## src/include/bru_macros.svh

```systemverilog
/*
 * Branch slice sizes
 * Warp, lane, register and PC dimensions shared by the package and the RTL
 */

`ifndef BRU_MACROS_SVH
`define BRU_MACROS_SVH

// Warps held by the compute unit
`define BRU_NUM_WARPS 4

// Lanes (threads) per warp
`define BRU_WARP_WIDTH 4

// Bits in one lane register
`define BRU_REG_WIDTH 32

// Architectural registers per warp
`define BRU_NUM_REGS 16

// Program counter bits
`define BRU_PC_WIDTH 16

// In-flight tag bits per warp, sits above the warp ID in an iid
`define BRU_TAG_WIDTH 3

// Branch offset bits, taken from operand 0 lane 0
`define BRU_OFFSET_WIDTH 8

`endif
```

## src/source/bru_pkg.sv

```systemverilog
/*
 * Branch slice package
 * Subtype encoding and the packed payloads of every stream and write port
 */

`include "bru_macros.svh"

package bru_pkg;

    // Branch kinds handled by the branch unit
    typedef enum logic [1:0] {
        BRU_BNZ = 2'b00,  // taken where the lane is nonzero
        BRU_BEZ = 2'b01   // taken where the lane is zero
    } bru_subtype_e;

    // One register across all lanes, lane 0 in the low bits
    typedef logic [`BRU_WARP_WIDTH-1:0][`BRU_REG_WIDTH-1:0] warp_data_t;
    typedef logic [`BRU_WARP_WIDTH-1:0]                     act_mask_t;
    typedef logic [$clog2(`BRU_NUM_WARPS)-1:0]              wid_t;
    typedef logic [$clog2(`BRU_NUM_REGS)-1:0]               reg_idx_t;
    // Tag above, warp ID in the low bits
    typedef logic [`BRU_TAG_WIDTH+$clog2(`BRU_NUM_WARPS)-1:0] iid_t;
    typedef logic [`BRU_PC_WIDTH-1:0]                       pc_t;

    // Issued branch, sources not yet read
    typedef struct packed {
        iid_t         iid;
        pc_t          pc;
        bru_subtype_e subtype;
        reg_idx_t     dst;
        reg_idx_t     src0;
        reg_idx_t     src1;
        act_mask_t    act_mask;
    } issue_req_t;

    // Branch with both operands collected
    typedef struct packed {
        iid_t         iid;
        pc_t          pc;
        bru_subtype_e subtype;
        reg_idx_t     dst;
        act_mask_t    act_mask;
        warp_data_t   op0;
        warp_data_t   op1;
    } bru_req_t;

    // Executed branch, data is 1 or 0 per lane
    typedef struct packed {
        iid_t       iid;
        reg_idx_t   dst;
        act_mask_t  act_mask;
        warp_data_t data;
    } bru_result_t;

    // Redirect towards the fetcher
    typedef struct packed {
        logic      valid;
        wid_t      wid;
        act_mask_t mask;
        pc_t       pc;
    } fetch_redirect_t;

    // Lane-masked register write
    typedef struct packed {
        wid_t       wid;
        reg_idx_t   idx;
        act_mask_t  mask;
        warp_data_t data;
    } rf_write_t;

    // Warp ID lives in the low bits of the iid
    function automatic wid_t iid_to_wid(iid_t iid);
        return iid[$bits(wid_t)-1:0];
    endfunction

endpackage

```

## src/source/branch_unit.sv

```systemverilog
/*
 * Branch unit
 * Evaluates BNZ/BEZ per lane, registers the fetch redirect, buffers the result
 */

`timescale 1ns/100ps

`include "bru_macros.svh"

module branch_unit (
    input  logic                     clk_i,
    input  logic                     arst_n_i,
    // Collected request
    input  logic                     req_valid_i,
    input  bru_pkg::bru_req_t        req_i,
    output logic                     req_ready_o,
    // Result towards the result collector
    output logic                     res_valid_o,
    output bru_pkg::bru_result_t     res_o,
    input  logic                     res_ready_i,
    // Redirect towards the fetcher
    output bru_pkg::fetch_redirect_t redirect_o
);

    import bru_pkg::*;

    act_mask_t   cond;
    bru_result_t res_d;
    logic        req_fire;

    logic [`BRU_OFFSET_WIDTH-1:0] offset;
    pc_t                          target_pc;

    logic      redirect_valid_q;
    wid_t      redirect_wid_q;
    act_mask_t redirect_mask_q;
    pc_t       redirect_pc_q;

    // ##############################
    // Condition
    // ##############################

    // Per-lane test on operand 1
    always_comb begin
        for (int l = 0; l < `BRU_WARP_WIDTH; l++) begin
            case (req_i.subtype)
                BRU_BNZ: cond[l] = (req_i.op1[l] != '0);
                BRU_BEZ: cond[l] = (req_i.op1[l] == '0);
                default: cond[l] = 1'b0;
            endcase
        end
    end

    // Lane data is the condition as 0 or 1
    always_comb begin
        for (int l = 0; l < `BRU_WARP_WIDTH; l++) begin
            res_d.data[l] = {{(`BRU_REG_WIDTH-1){1'b0}}, cond[l]};
        end
    end

    assign res_d.iid      = req_i.iid;
    assign res_d.dst      = req_i.dst;
    assign res_d.act_mask = req_i.act_mask;

    // ##############################
    // Redirect
    // ##############################

    assign req_fire = req_valid_i && req_ready_o;

    // Offset from operand 0 lane 0, sign-extended to PC width
    assign offset    = req_i.op0[0][`BRU_OFFSET_WIDTH-1:0];
    assign target_pc = req_i.pc
        + {{(`BRU_PC_WIDTH-`BRU_OFFSET_WIDTH){offset[`BRU_OFFSET_WIDTH-1]}}, offset}
        + pc_t'(1);

    // One-cycle pulse per accepted request
    always_ff @(posedge clk_i or negedge arst_n_i) begin
        if (!arst_n_i) begin
            redirect_valid_q <= 1'b0;
        end else begin
            redirect_valid_q <= req_fire;
        end
    end

    always_ff @(posedge clk_i) begin
        if (req_fire) begin
            redirect_wid_q  <= iid_to_wid(req_i.iid);
            redirect_mask_q <= req_i.act_mask & cond;
            redirect_pc_q   <= target_pc;
        end
    end

    assign redirect_o.valid = redirect_valid_q;
    assign redirect_o.wid   = redirect_wid_q;
    assign redirect_o.mask  = redirect_mask_q;
    assign redirect_o.pc    = redirect_pc_q;

    // ##############################
    // Result buffer
    // ##############################

    stream_register #(
        .T ( bru_result_t )
    ) i_res_reg (
        .clk_i    ( clk_i       ),
        .arst_n_i ( arst_n_i    ),
        .valid_i  ( req_valid_i ),
        .ready_o  ( req_ready_o ),
        .data_i   ( res_d       ),
        .valid_o  ( res_valid_o ),
        .ready_i  ( res_ready_i ),
        .data_o   ( res_o       )
    );

    // Collector must only forward decodable branches
    assert property (@(posedge clk_i) disable iff (!arst_n_i)
        req_valid_i |-> req_i.subtype inside {BRU_BNZ, BRU_BEZ})
        else $error("branch_unit: unknown subtype %0h", req_i.subtype);

endmodule

```

## src/source/stream_register.sv

```systemverilog
/*
 * Stream register
 * One-entry valid/ready pipeline stage for any payload type
 */

`timescale 1ns/100ps

module stream_register #(
    parameter type T = logic
) (
    input  logic clk_i,
    input  logic arst_n_i,
    // Upstream
    input  logic valid_i,
    output logic ready_o,
    input  T     data_i,
    // Downstream
    output logic valid_o,
    input  logic ready_i,
    output T     data_o
);

    logic full_q;
    T     data_q;

    // Accept when empty or when the held item leaves this cycle
    assign ready_o = !full_q || ready_i;

    // Occupancy
    always_ff @(posedge clk_i or negedge arst_n_i) begin
        if (!arst_n_i) begin
            full_q <= 1'b0;
        end else if (ready_o) begin
            full_q <= valid_i;
        end
    end

    // Payload, loaded on every upstream transfer
    always_ff @(posedge clk_i) begin
        if (valid_i && ready_o) begin
            data_q <= data_i;
        end
    end

    assign valid_o = full_q;
    assign data_o  = data_q;

    // Stalled item must not change under the consumer
    assert property (@(posedge clk_i) disable iff (!arst_n_i)
        valid_o && !ready_i |=> valid_o && $stable(data_o))
        else $error("stream_register: payload changed while stalled");

endmodule

```

## config.mk

```make
export PLATFORM = sky130hd
export DESIGN_NAME = branch_unit
export DESIGN_NICKNAME = d
export VERILOG_FILES = /design/src/source/bru_pkg.sv /design/src/source/branch_unit.sv /design/src/source/stream_register.sv
export VERILOG_INCLUDE_DIRS = /design/src /design/src/include
export SDC_FILE = /design/constraint.sdc
export NUM_CORES = 1
export LEC_CHECK = 0
export ABC_AREA = 1
export CAP_MARGIN = 10
export CORE_AREA = 3 3 178 180
export DETAILED_ROUTE_END_ITERATION = 12
export DIE_AREA = 0 0 181 183
export DONT_BUFFER_PORTS = 1
export SLEW_MARGIN = 30
export SYNTH_ARGS = -nofsm -noshare
export SYNTH_HDL_FRONTEND = slang
export SYNTH_SLANG_ARGS = --single-unit
export TNS_END_PERCENT = 5
```

## constraint.sdc

```tcl
create_clock -name clk_i -period 3 [get_ports clk_i]
set_input_delay 0.45 -clock clk_i [delete_from_list [all_inputs] [get_ports clk_i]]
set_output_delay 0.45 -clock clk_i [all_outputs]
set_load 0.1 [all_outputs]
```

==> flow_summary.ini <==
[route]
post_detailed_route_drc_marker_count = 0
aggregate_routed_wire_length_microns = 10200
ant_nets = 0
routed_via_density = 2.96
dr.first_iter.drc_count = 85
drt_pass1_iterations = 4
post_drt_wl_per_cell_microns = 11.3
vias = 2651

[grt]
first_global_vias = 2202
globalRouteTotalUtil_pct = 5.34
grt_overflow = 0
largest_net_degree_at_the_start_of_global_routing = 39
grt_first_pass_wirelength_microns = 13100
grt_antenna_before_repair = 2

[setup_path]
setup.worst_path.end_class = output port
setup.worst_path.class = flip-flop to output port
worstPathMaxFanout = 3
timing.critical_path.arrival_ns = 1.40
critPathMaxStageDelay_ns = 0.70
worstPathCellList = nand2_1
critical_path.startpoint_type = flip-flop
path_buf_inv = 0
dominant_delay_contributor_by_cell_family_on_the_critical_path = simple AND/OR/NAND/NOR gates
slowest_stage_cell_crit_path = sky130_fd_sc_hd__nand2_1
required_time_reported_for_the_critical_path_endpoint_ns = 2.55

[yosys]
share_of_the_yosys_chip_area_belonging_to_registers_pct = 32.6
postSynthRegisterBits = 39
postSynthAreaPerCell_sq_um = 7.32
synthesis.area_sq_mm = 0.00356
ys_types = 21
synth_cells = 487
yosys_warnings = 0

[sta]
fin_hold_ws_ns = 0.257
hold_viol_final = 0
setup_tns_after_final_layout_ns = 0
max_slew.worst_pin.slew_ns = 0.970
final-max-slew-violation-count = 0
final.period_utilization_pct = 61.7
max_freq_mhz = 540
fin_crit_ns = 1.85
setup_viol_count_final = 0
worst_slew_margin_rel_pct = 35.5
finalClockSkew_ns = 0.00595
grt_setup_unrepaired = false

[layout]
areaGrowthSynthToFinish_pct = 9.27
stdcell_area_sq_mm = 0.00389
insertedDiodeCount = 0
final_common_cell = sky130_fd_sc_hd__conb_1
final_layout_size_suffix_gt1_share_pct = 5.41
multi_input_comb_area_sq_mm = 0.00175
fillerInstances = 3431
regArea_sq_mm = 0.00116
final_net_count = 805
layout.cells.most_common_list = sky130_fd_sc_hd__conb_1, sky130_fd_sc_hd__nand2_1, sky130_fd_sc_hd__nor2_1, sky130_fd_sc_hd__inv_1, sky130_fd_sc_hd__edfxtp_1

[power_and_ir_drop]
peakVddDrop_v = 0.000175
leak_pwr_nw = 1.77
power_per_cell_area_mw_per_mm2 = 669

[clocking]
clk_latency_ns = 0.28
quantity_of_hold_fixing_buffers_added_after_cts = 1
worst_setup_hold_path_clk_slew_ns = 0.07
cts_resized = 0
numClockSinks = 39
cts_tree = done
post-cts-setup-buffers = 0
ctsLongestPathBuffers = 2
cts_root_cell = sky130_fd_sc_hd__clkbuf_16
number_of_clock_buffers_inserted_by_tritoncts = 5
htreeDepth = 2

[placement]
globalplace.congestion = 0.817
postPlaceCellArea_sq_mm = 0.00366
hpwlAfterDp_microns = 9170
placement.io_buffers = 0

[floorplanning]
die_area_sq_mm = 0.0331
design.core.area_sq_mm = 0.0303
start_util_pct = 11.7
die_h_microns = 183
io-pin-count = 457
die-width_microns = 181
num_rows = 64

[status]
run_status = finished, final reports clean

[worst_hold_path]
hold_class = primary input to flip-flop

[job]
drv.max_cap_violation_count = 0
-- cells in the mapped netlist --
master / instances / share of area [%]
sky130_fd_sc_hd__buf_4: 127 / 27
sky130_fd_sc_hd__nand2_1: 118 / 12
sky130_fd_sc_hd__nor2_1: 98 / 10
sky130_fd_sc_hd__inv_1: 39 / 4.1
sky130_fd_sc_hd__edfxtp_1: 37 / 31
sky130_fd_sc_hd__ha_1: 15 / 5.3
sky130_fd_sc_hd__a21oi_1: 12 / 1.7
sky130_fd_sc_hd__nand3_1: 9 / 1.3
sky130_fd_sc_hd__xor2_1: 7 / 1.7
sky130_fd_sc_hd__inv_2: 6 / 0.63
sky130_fd_sc_hd__o21ai_0: 6 / 0.84
sky130_fd_sc_hd__dfrtp_1: 2 / 1.4
sky130_fd_sc_hd__nand2_2: 2 / 0.35
sky130_fd_sc_hd__nor3_1: 2 / 0.28
sky130_fd_sc_hd__a21oi_2: 1 / 0.25
sky130_fd_sc_hd__and2_1: 1 / 0.18
sky130_fd_sc_hd__conb_1: 1 / 0.11
sky130_fd_sc_hd__fa_1: 1 / 0.56
sky130_fd_sc_hd__nor3_2: 1 / 0.28
sky130_fd_sc_hd__or2_2: 1 / 0.18
sky130_fd_sc_hd__xnor2_1: 1 / 0.25
-- cells by family (layout without fill, tap and decap cells) --
family,after synthesis,in the layout,synth area share [%]
and+or+nand+nor,232,232,25.3
buffers and inverters,172,61,31.5
DFF,39,39,32.6
AOI/OAI and AO/OA,19,19,2.77
adders and majority gates,16,16,5.83
xor gates and xnor gates,8,8,1.97
other,1,124,0.105
-- where the power goes --
part           total [W]  switching, W  internal, W  leakage (nW)
logic           0.000969      0.000870    0.0000988          1.30
clock network   0.000695      0.000219     0.000477        0.0900
registers       0.000943      0.000286     0.000656         0.379
-- path summary, 6_finish.rpt --
path | startpoint | end | slack, ns | cells after the start
hold reg to reg | i_res_reg.valid_o | redirect_valid_q | 0.88 | 2
setup reg to reg | i_res_reg.valid_o | i_res_reg.valid_o | 1.62 | 2
min in group asynchronous | arst_n_i | i_res_reg.valid_o | 0.41 | 1
setup / recovery | i_res_reg.valid_o | req_ready_o | 1.15 | 1
hold / removal | req_i[261] | i_res_reg.data_o[133] | 0.26 | 0
max in group asynchronous | arst_n_i | redirect_valid_q | 2.44 | 1
-- state kept, by name, summed over array words and instances (netlist names) --
signal and count:
redirect_valid_q 1, redirect_pc_q 16, i_res_reg.data_o 17, redirect_mask_q 4, i_res_reg.valid_o 1
-- layer usage --
| layer | track usage (%) | share of wire [%] | vias up |
|---|---|---|---|
| met3 | 1.90 | 15 | 13 |
| met1 | 6.08 | 36 | 1123 |
| met5 | 0 | 0.21 | - |
| met4 | 1.37 | 1.2 | 4 |
| li1 | - | - | 1277 |
| met2 | 9.55 | 48 | 234 |
-- area by class of cell --
class                      instances  area share [%]
clock inverter                     3            1.73
sequential                        39            29.8
multi-input combinational        399            45.0
tap                              396            12.7
clock buffer                       5            3.21
timing repair buffer               8            3.15
inverter                          45            4.34
-- stage by stage --
stage                     util, %  worst slack, ns  std cells  power, W
after CTS                    12.7             1.13        894   0.00262
final                        12.8             1.15        895   0.00261
after detailed placement     12.1             1.02        885   0.00192
after global routing         12.8             1.10        895   0.00270
after global placement       12.1             1.03        885   0.00191
after floorplan                 -            0.612        610   0.00196
No activity file was read; power rests on OpenSTA's default activity.
