`config.mk`:
```
export PLATFORM = sky130hd
export DESIGN_NAME = operand_collector
export DESIGN_NICKNAME = d
export VERILOG_FILES = /design/src/source/bru_pkg.sv /design/src/source/operand_collector.sv /design/src/source/stream_register.sv
export VERILOG_INCLUDE_DIRS = /design/src /design/src/include
export SDC_FILE = /design/constraint.sdc
export NUM_CORES = 1
export LEC_CHECK = 0
export BUFFER_PORTS_ARGS = -buffer_cell sky130_fd_sc_hd__buf_2
export CAP_MARGIN = 10
export CORE_AREA = 5 5 227 229
export DETAILED_ROUTE_END_ITERATION = 8
export DIE_AREA = 0 0 232 234
export PLACE_DENSITY = 0.47
export REMOVE_ABC_BUFFERS = 1
export SYNTH_ARGS = -nofsm -noshare
export SYNTH_HDL_FRONTEND = slang
export SYNTH_SLANG_ARGS = --single-unit
export TNS_END_PERCENT = 50
```
`constraint.sdc`:
```
create_clock -name clk_i -period 3.85 [get_ports clk_i]
set_input_delay 0.77 -clock clk_i [delete_from_list [all_inputs] [get_ports clk_i]]
set_output_delay 0.77 -clock clk_i [all_outputs]
set_load 0.01 [all_outputs]
```
`src/include/bru_macros.svh`:
```
/*
 * Branch slice sizes
 * Warp, lane, register and PC dimensions shared by the package and the RTL
 */

`ifndef BRU_MACROS_SVH
`define BRU_MACROS_SVH

// Warps held by the compute unit
`define BRU_NUM_WARPS 4

// Lanes (threads) per warp
`define BRU_WARP_WIDTH 4

// Bits in one lane register
`define BRU_REG_WIDTH 32

// Architectural registers per warp
`define BRU_NUM_REGS 16

// Program counter bits
`define BRU_PC_WIDTH 16

// In-flight tag bits per warp, sits above the warp ID in an iid
`define BRU_TAG_WIDTH 3

// Branch offset bits, taken from operand 0 lane 0
`define BRU_OFFSET_WIDTH 8

`endif
```
`src/source/bru_pkg.sv`:
```
/*
 * Branch slice package
 * Subtype encoding and the packed payloads of every stream and write port
 */

`include "bru_macros.svh"

package bru_pkg;

    // Branch kinds handled by the branch unit
    typedef enum logic [1:0] {
        BRU_BNZ = 2'b00,  // taken where the lane is nonzero
        BRU_BEZ = 2'b01   // taken where the lane is zero
    } bru_subtype_e;

    // One register across all lanes, lane 0 in the low bits
    typedef logic [`BRU_WARP_WIDTH-1:0][`BRU_REG_WIDTH-1:0] warp_data_t;
    typedef logic [`BRU_WARP_WIDTH-1:0]                     act_mask_t;
    typedef logic [$clog2(`BRU_NUM_WARPS)-1:0]              wid_t;
    typedef logic [$clog2(`BRU_NUM_REGS)-1:0]               reg_idx_t;
    // Tag above, warp ID in the low bits
    typedef logic [`BRU_TAG_WIDTH+$clog2(`BRU_NUM_WARPS)-1:0] iid_t;
    typedef logic [`BRU_PC_WIDTH-1:0]                       pc_t;

    // Issued branch, sources not yet read
    typedef struct packed {
        iid_t         iid;
        pc_t          pc;
        bru_subtype_e subtype;
        reg_idx_t     dst;
        reg_idx_t     src0;
        reg_idx_t     src1;
        act_mask_t    act_mask;
    } issue_req_t;

    // Branch with both operands collected
    typedef struct packed {
        iid_t         iid;
        pc_t          pc;
        bru_subtype_e subtype;
        reg_idx_t     dst;
        act_mask_t    act_mask;
        warp_data_t   op0;
        warp_data_t   op1;
    } bru_req_t;

    // Executed branch, data is 1 or 0 per lane
    typedef struct packed {
        iid_t       iid;
        reg_idx_t   dst;
        act_mask_t  act_mask;
        warp_data_t data;
    } bru_result_t;

    // Redirect towards the fetcher
    typedef struct packed {
        logic      valid;
        wid_t      wid;
        act_mask_t mask;
        pc_t       pc;
    } fetch_redirect_t;

    // Lane-masked register write
    typedef struct packed {
        wid_t       wid;
        reg_idx_t   idx;
        act_mask_t  mask;
        warp_data_t data;
    } rf_write_t;

    // Warp ID lives in the low bits of the iid
    function automatic wid_t iid_to_wid(iid_t iid);
        return iid[$bits(wid_t)-1:0];
    endfunction

endpackage

```
`src/source/operand_collector.sv`:
```
/*
 * Operand collector
 * Reads both sources of an issued branch and buffers the collected request
 */

`timescale 1ns/100ps

module operand_collector (
    input  logic                 clk_i,
    input  logic                 arst_n_i,
    // Issue from the scheduler
    input  logic                 issue_valid_i,
    input  bru_pkg::issue_req_t  issue_req_i,
    output logic                 issue_ready_o,
    // Register file read
    output bru_pkg::wid_t        rd_wid_o,
    output bru_pkg::reg_idx_t    rd0_idx_o,
    output bru_pkg::reg_idx_t    rd1_idx_o,
    input  bru_pkg::warp_data_t  rd0_data_i,
    input  bru_pkg::warp_data_t  rd1_data_i,
    // Collected request to the branch unit
    output logic                 req_valid_o,
    output bru_pkg::bru_req_t    req_o,
    input  logic                 req_ready_i
);

    import bru_pkg::*;

    bru_req_t req_d;

    // ##############################
    // Operand read
    // ##############################

    // Both reads hit the issuing warp
    assign rd_wid_o  = iid_to_wid(issue_req_i.iid);
    assign rd0_idx_o = issue_req_i.src0;
    assign rd1_idx_o = issue_req_i.src1;

    // Merge issue fields with read data
    assign req_d.iid      = issue_req_i.iid;
    assign req_d.pc       = issue_req_i.pc;
    assign req_d.subtype  = issue_req_i.subtype;
    assign req_d.dst      = issue_req_i.dst;
    assign req_d.act_mask = issue_req_i.act_mask;
    assign req_d.op0      = rd0_data_i;
    assign req_d.op1      = rd1_data_i;

    // ##############################
    // Request buffer
    // ##############################

    // Operands captured on the issue edge
    stream_register #(
        .T ( bru_req_t )
    ) i_req_reg (
        .clk_i    ( clk_i         ),
        .arst_n_i ( arst_n_i      ),
        .valid_i  ( issue_valid_i ),
        .ready_o  ( issue_ready_o ),
        .data_i   ( req_d         ),
        .valid_o  ( req_valid_o   ),
        .ready_i  ( req_ready_i   ),
        .data_o   ( req_o         )
    );

    // Issued work may not vanish while the collector is stalled
    assert property (@(posedge clk_i) disable iff (!arst_n_i)
        issue_valid_i && !issue_ready_o |=> issue_valid_i)
        else $error("operand_collector: issue withdrawn before transfer");

endmodule

```
`src/source/stream_register.sv`:
```
/*
 * Stream register
 * One-entry valid/ready pipeline stage for any payload type
 */

`timescale 1ns/100ps

module stream_register #(
    parameter type T = logic
) (
    input  logic clk_i,
    input  logic arst_n_i,
    // Upstream
    input  logic valid_i,
    output logic ready_o,
    input  T     data_i,
    // Downstream
    output logic valid_o,
    input  logic ready_i,
    output T     data_o
);

    logic full_q;
    T     data_q;

    // Accept when empty or when the held item leaves this cycle
    assign ready_o = !full_q || ready_i;

    // Occupancy
    always_ff @(posedge clk_i or negedge arst_n_i) begin
        if (!arst_n_i) begin
            full_q <= 1'b0;
        end else if (ready_o) begin
            full_q <= valid_i;
        end
    end

    // Payload, loaded on every upstream transfer
    always_ff @(posedge clk_i) begin
        if (valid_i && ready_o) begin
            data_q <= data_i;
        end
    end

    assign valid_o = full_q;
    assign data_o  = data_q;

    // Stalled item must not change under the consumer
    assert property (@(posedge clk_i) disable iff (!arst_n_i)
        valid_o && !ready_i |=> valid_o && $stable(data_o))
        else $error("stream_register: payload changed while stalled");

endmodule

```
==> results.tsv, run 1 <==
metric	value	unit
critical path class	in2out	
share of cells above drive strength 1	68.5	%
TritonCTS Buffers	34	
nets	1219	
PortBufs	581	
die area	0.0543	sq mm
R2R setup slack	1950	ps
Clock transition at path regs	60	ps
Leakage	5.62	nW
Slowest cell on crit path	nand2b_4	
Buffers & Inverters on Critical Path	2	
core region area	0.0495	sq mm
min Tclk post-route	1920	ps
total track usage	9.34	%
drc violations	0	
cells along the critical path	buf_2 -> nand2b_4 -> buf_2	
Setup Total Neg Slack	0	ps
first-pass GRT wire length	37300	um
Placed Cells	1555	
Die H	234	um
TritonCTS clock tree	yes	
fillers	5092	
maxcap violations	0	
routability congestion estimate	0.761	
die width	232	um
Yosys warning count	0	
IO Count	598	
Worst EP required	3080	ps
CP most frequent cell	buf_2	
Post-Layout Cell Count	1613	
setup violators final	0	
PD cells	530	mW/mm^2
Seq cells post-synth	288	
Period Utilization, post-route	49.7	%
worst stage delay on the critical path	140	ps
post-route cell area	0.0136	sq mm
total grt overflow	0	
Cell Area, Synth	0.00875	sq mm
arrival time at the worst endpoint	1150	ps
fmax	0.522	GHz
Hold Vio Cnt, Final	0	
syn avg cell area	29.1	sq um
Yosys cell types	6	
worst hold-check path type	in2reg	
Worst Setup Start Kind	input port	
Site Rows	82	
status	finished, final reports clean	
post-synthesis sequential area ratio	98.8	%
vias in the first global route	5824	
RSZ-0062 raised after global routing	no	
ANT nets after route	0	
antenna violations before repair	10	
cells after synthesis	301	
WL per Instance	17.3	um
drt first-iter violations	138	
placed cell areas	0.0125	sq mm
Post-DP HPWL	22100	um
maximum VDD drop	0.286	mV
H-tree depth	2	
drt first pass iters	4	
Top Family by Delay on Critical Path	buffers and inverters	
largest net degree at the start of global routing	78	
clock buffer depth	3	
Initial Utilization	17.7	%
via count	5501	
Worst-Margin Slew	633	ps
clock skew	13.3	ps
Skew-Pair Late Insertion Delay	520	ps
Total Wirelength	27900	um
Slew Limit Headroom	57.8	%
Max Transition Viols Final	0	
CP Capture Type	output port	
Root Buffer	clkbuf_16	
vias per inst	3.41	
area delta synth->final	55.1	%
clock tree sinks	288	
crit path max fanout	3	
-- registers in the layout (all words and copies together) (netlist names) --
register	count
i_req_reg.data_o	287
i_req_reg.valid_o	1
-- stage by stage --
stage                     utilization (%)  hold slack, ps  power, mW  worst slack [ps]
final                                27.4             425       7.19              1930
after detailed placement             25.3             542       4.30              1400
after CTS                            27.4             374       7.35              1880
after floorplan                         -             474       3.93               491
after global routing                 27.4             378       7.52              1810
after global placement               25.3             527       4.29              1430
-- per-layer routing --
metal / global-route usage (%) / vias up / routed length, um
li1: - / 2458 / -
met1: 9.92 / 2657 / 9750
met2: 16.6 / 327 / 14500
met3: 4.17 / 51 / 2960
met4: 3.19 / 8 / 641
met5: 0 / - / 49
-- synth_stat cells --
| cell | count | area [sq um] |
|---|---|---|
| dfrtp_1 | 1 | 25.0 |
| buf_4 | 10 | 75.1 |
| nand2b_4 | 1 | 13.8 |
| nand2b_1 | 1 | 6.26 |
| and2_4 | 1 | 8.76 |
| edfxtp_1 | 287 | 8620 |
-- worst paths after layout --
kind | cells after the start | end | from
setup / recovery | 3 | issue_ready_o | req_ready_i
hold reg to reg | 2 | i_req_reg.valid_o$_DFFE_PN0P_ | i_req_reg.valid_o$_DFFE_PN0P_
setup reg to reg | 3 | i_req_reg.data_o[87]$_DFFE_PP_ | i_req_reg.valid_o$_DFFE_PN0P_
max in group asynchronous | 2 | i_req_reg.valid_o$_DFFE_PN0P_ | arst_n_i
min in group asynchronous | 2 | i_req_reg.valid_o$_DFFE_PN0P_ | arst_n_i
hold / removal | 1 | i_req_reg.data_o[232]$_DFFE_PP_ | rd0_data_i[104]
-- repair_timing --
action,in CTS,in global routing
gates resized for setup,0,0
buffers inserted,0,0
hold buffers,1,0
hold endpoints to repair,1,0
-- layout make-up --
| class | instances | area [sq um] | area share, % |
|---|---|---|---|
| Timing Repair Buffer | 593 | 3030 | 22.3 |
| Clock inverter | 18 | 141 | 1.04 |
| Tap cell | 672 | 841 | 6.20 |
| Clock buffer | 37 | 883 | 6.51 |
| Multi-Input combinational cell | 3 | 28.8 | 0.212 |
| Antenna cell | 2 | 5.00 | 0.0369 |
| Sequential cell | 288 | 8640 | 63.7 |
-- power breakdown --
group,leakage [nW],switching [mW],internal (mW)
registers,2.74,0.0428,3.66
logic,2.37,0.293,0.222
clock network,0.512,1.20,1.78
total,5.62,1.53,5.66
-- cells in the final DEF (no fill, tap or decap), drive strengths merged --
master | netlist | layout
dfrtp | 1 | 1
buf | 10 | 592
diode | 0 | 2
edfxtp | 287 | 287
clkbuf | 0 | 37
nand2b | 2 | 2
clkinv | 0 | 14
dlygate4sd3 | 0 | 1
clkinvlp | 0 | 1
inv | 0 | 1
bufinv | 0 | 2
and2 | 1 | 1
-- cells by family (layout without fill, tap and decap cells) --
group / count (synthesis) / after routing / synth area share (%)
DFF: 288 / 288 / 98.8
and+or+nand+nor: 3 / 3 / 0.329
buffers and inverters: 10 / 648 / 0.858
other: 0 / 2 / 0
(Power assumes the default switching activity.)
==> run 2, diff against run 1 <==
--- a/config.mk
+++ b/config.mk
@@ -6,6 +6,7 @@
 export SDC_FILE = /design/constraint.sdc
 export NUM_CORES = 1
 export LEC_CHECK = 0
+export ABC_AREA = 1
 export BUFFER_PORTS_ARGS = -buffer_cell sky130_fd_sc_hd__buf_2
 export CAP_MARGIN = 10
 export CORE_AREA = 5 5 227 229
==> constraint.sdc (replaced) <==
create_clock -name clk_i -period 1.9 [get_ports clk_i]
set_input_delay 0.38 -clock clk_i [delete_from_list [all_inputs] [get_ports clk_i]]
set_output_delay 0.38 -clock clk_i [all_outputs]
set_load 0.01 [all_outputs]
==> run 2 against run 1 <==
Against the previous run:
- utilization increased by 5.6 points
- register-to-register slack got worse by 1600 ps
- sequential share of layout area decreased by 11 points
- via count increased by 21%
- flip-flop and latch count unchanged
- clock-buffer cell count decreased by 3
- die area unchanged
- hold slack got worse by 390 ps
- first-iteration DRC count increased by 15%
- routed wire length increased by 16%
- critical path type is now reg2out
- highest routed layer unchanged
==> results.tsv, run 2 <==
metric	value	unit
status	finished, final reports clean	
Cell Area, Synth	0.00874	sq mm
maximum VDD drop	0.760	mV
Worst Setup Start Kind	register	
vias per inst	3.49	
die width	232	um
Seq cells post-synth	288	
Site Rows	82	
Root Buffer	clkbuf_16	
Clock transition at path regs	60	ps
placed cell areas	0.0127	sq mm
min setup slack post-route	262	ps
Yosys warning count	0	
total power draw	14.7	mW
total track usage	10.9	%
core region area	0.0495	sq mm
Leakage	6.80	nW
Skew-Pair Late Insertion Delay	560	ps
XOR/XNOR Fraction of Synth Area	0	%
antenna violations before repair	7	
syn avg cell area	28.8	sq um
crit path max fanout	3	
Max Transition Viols Final	0	
Post-synth EDFFs	287	
H-tree depth	1	
die area	0.0543	sq mm
TritonCTS Buffers	31	
# resized after CTS	0	
clock skew	16.0	ps
Comb pwr share	10.8	%
drc violations	0	
PortBufs	581	
P_int	11.5	mW
Initial Utilization	17.7	%
maxcap violations	0	
max reg flops	287	
vias in the first global route	7381	
Total Wirelength	32200	um
post-synthesis mux area share	0	%
largest family of logic cells by synthesized area	buffers and inverters	
RSZ-0062 raised after global routing	no	
Clock power frac	38.2	%
TritonCTS clock tree	yes	
worst hold-check path type	in2reg	
fillers	4846	
Die H	234	um
DP Worst Slack	252	ps
commonest non-fill, non-tap cell in the layout	buf_2	
CP Capture Type	output port	
min Tclk post-route	1640	ps
routability congestion estimate	0.796	
setup violators final	0	
critical path class	reg2out	
Synth area leader	edfxtp_1	
Slew Limit Headroom	83.1	%
Worst-Margin Slew	253	ps
Yosys cell types	6	
Sw Pwr	3.22	mW
ANT nets after route	0	
Seq pwr share	51.0	%
PD cells	899	mW/mm^2
Sw Share	21.9	%
via count	6633	
Post-DP HPWL	23400	um
Hold Vio Cnt, Final	0	
most common cell in the synthesized netlist	edfxtp_1	
main area contributors after synthesis	edfxtp_1 (99%), buf_4 (0.86%), dfrtp_1 (0.29%)	
most frequent cells after synthesis	edfxtp_1 (287), buf_4 (10), inv_1 (2), nand2_1 (2)	
Period Utilization, post-route	86.2	%
IO Count	598	
total grt overflow	0	
largest net degree at the start of global routing	38	
WL per Instance	17.0	um
area delta synth->final	87.2	%
post-route cell area	0.0164	sq mm
nets	1503	
Worst EP required	1520	ps
share of cells above drive strength 1	53.2	%
fmax	0.611	GHz
first-pass GRT wire length	45100	um
arrival time at the worst endpoint	1260	ps
Post-Synth Adder-Cell Area	0	%
clock tree sinks	288	
post-synthesis compound-gate area fraction	0.0573	%
Simple-Gate Fraction of Synth Area	0.0859	%
clock buffer depth	3	
post-synthesis sequential area ratio	98.9	%
cells after synthesis	303	
share of the synthesized area in the top cell type	98.6	%
drt first-iter violations	159	
asr flop ratio synth	0.347	%
commonest non-fill, non-tap cells in the layout	buf_2 (581), edfxtp_1 (287), dlygate4sd3_1 (271)	
drt first pass iters	4	
dominant synthesized flop cell	edfxtp_1	
==> run 2: cell count changes after synthesis, sizes merged <==
cell	delta
inv	+2
a21oi	+1
and2	-1
nand2	+2
nand2b	-2
==> run 2: cells by family (layout without fill, tap and decap cells) <==
logic type             count (synthesis)  count (layout)
AND/OR/NAND/NOR                        2               2
AO/OA/AOI/OAI                          1               1
other                                  0               1
buffers and inverters                 12             935
flip-flops                           288             288
==> run 2: worst paths after layout <==
kind | startpoint | to | slack (ps) | cells after the start
min | rd1_data_i[70] | i_req_reg.data_o[70]$_DFFE_PP_ | 30 | 1
min reg2reg | i_req_reg.valid_o$_DFFE_PN0P_ | i_req_reg.valid_o$_DFFE_PN0P_ | 630 | 2
max | i_req_reg.valid_o$_DFFE_PN0P_ | issue_ready_o | 260 | 2
max reg2reg | i_req_reg.valid_o$_DFFE_PN0P_ | i_req_reg.data_o[29]$_DFFE_PP_ | 350 | 3
min in group asynchronous | arst_n_i | i_req_reg.valid_o$_DFFE_PN0P_ | 130 | 2
max in group asynchronous | arst_n_i | i_req_reg.valid_o$_DFFE_PN0P_ | 1680 | 2
==> run 2: per-stage QoR <==
stage	setup TNS (ps)	cells	util [%]	hold slack (ps)
after floorplan	-3830440	293	-	84.4
after global placement	0	1572	25.7	169
after detailed placement	0	1572	25.7	169
after CTS	0	1898	33.1	2.70
after global routing	0	1899	33.1	6.52
final	0	1899	33.1	32.5
==> run 2: critical path, stage by stage (launching register included) <==
cell	delay, ps
dfrtp_1	420
nand2_1	130
buf_2	150
==> run 2: layout make-up <==
class | instances | area [sq um] | share of cell area (%)
multi-input cells | 3 | 23.8 | 0.145
diodes | 1 | 2.50 | 0.0153
clock buffers | 34 | 787 | 4.81
repair buffers | 878 | 5900 | 36.1
flip-flops and latches | 288 | 8640 | 52.8
inverters | 2 | 7.51 | 0.0459
clock inverters | 21 | 148 | 0.903
well taps | 672 | 841 | 5.14
==> run 2: timing repair <==
action / CTS / global route
hold buffers: 271 / 0
hold endpoints to repair: 271 / 0
setup buffers: 0 / 0
==> run 2: routing by layer <==
layer	track usage (%)	routed length [um]
met2	20.1	16900
met4	3.75	936
met3	3.98	3070
met5	0	14
met1	11.6	11300
==> run 2: power groups by stage <==
stage | logic, mW | clock network [mW] | registers [mW]
floorplan | 0.114 | 0 | 8.03
global placement | 1.14 | 0 | 7.63
detailed placement | 1.15 | 0 | 7.63
CTS | 1.60 | 5.80 | 7.51
global route | 1.71 | 6.10 | 7.53
finish | 1.59 | 5.62 | 7.50
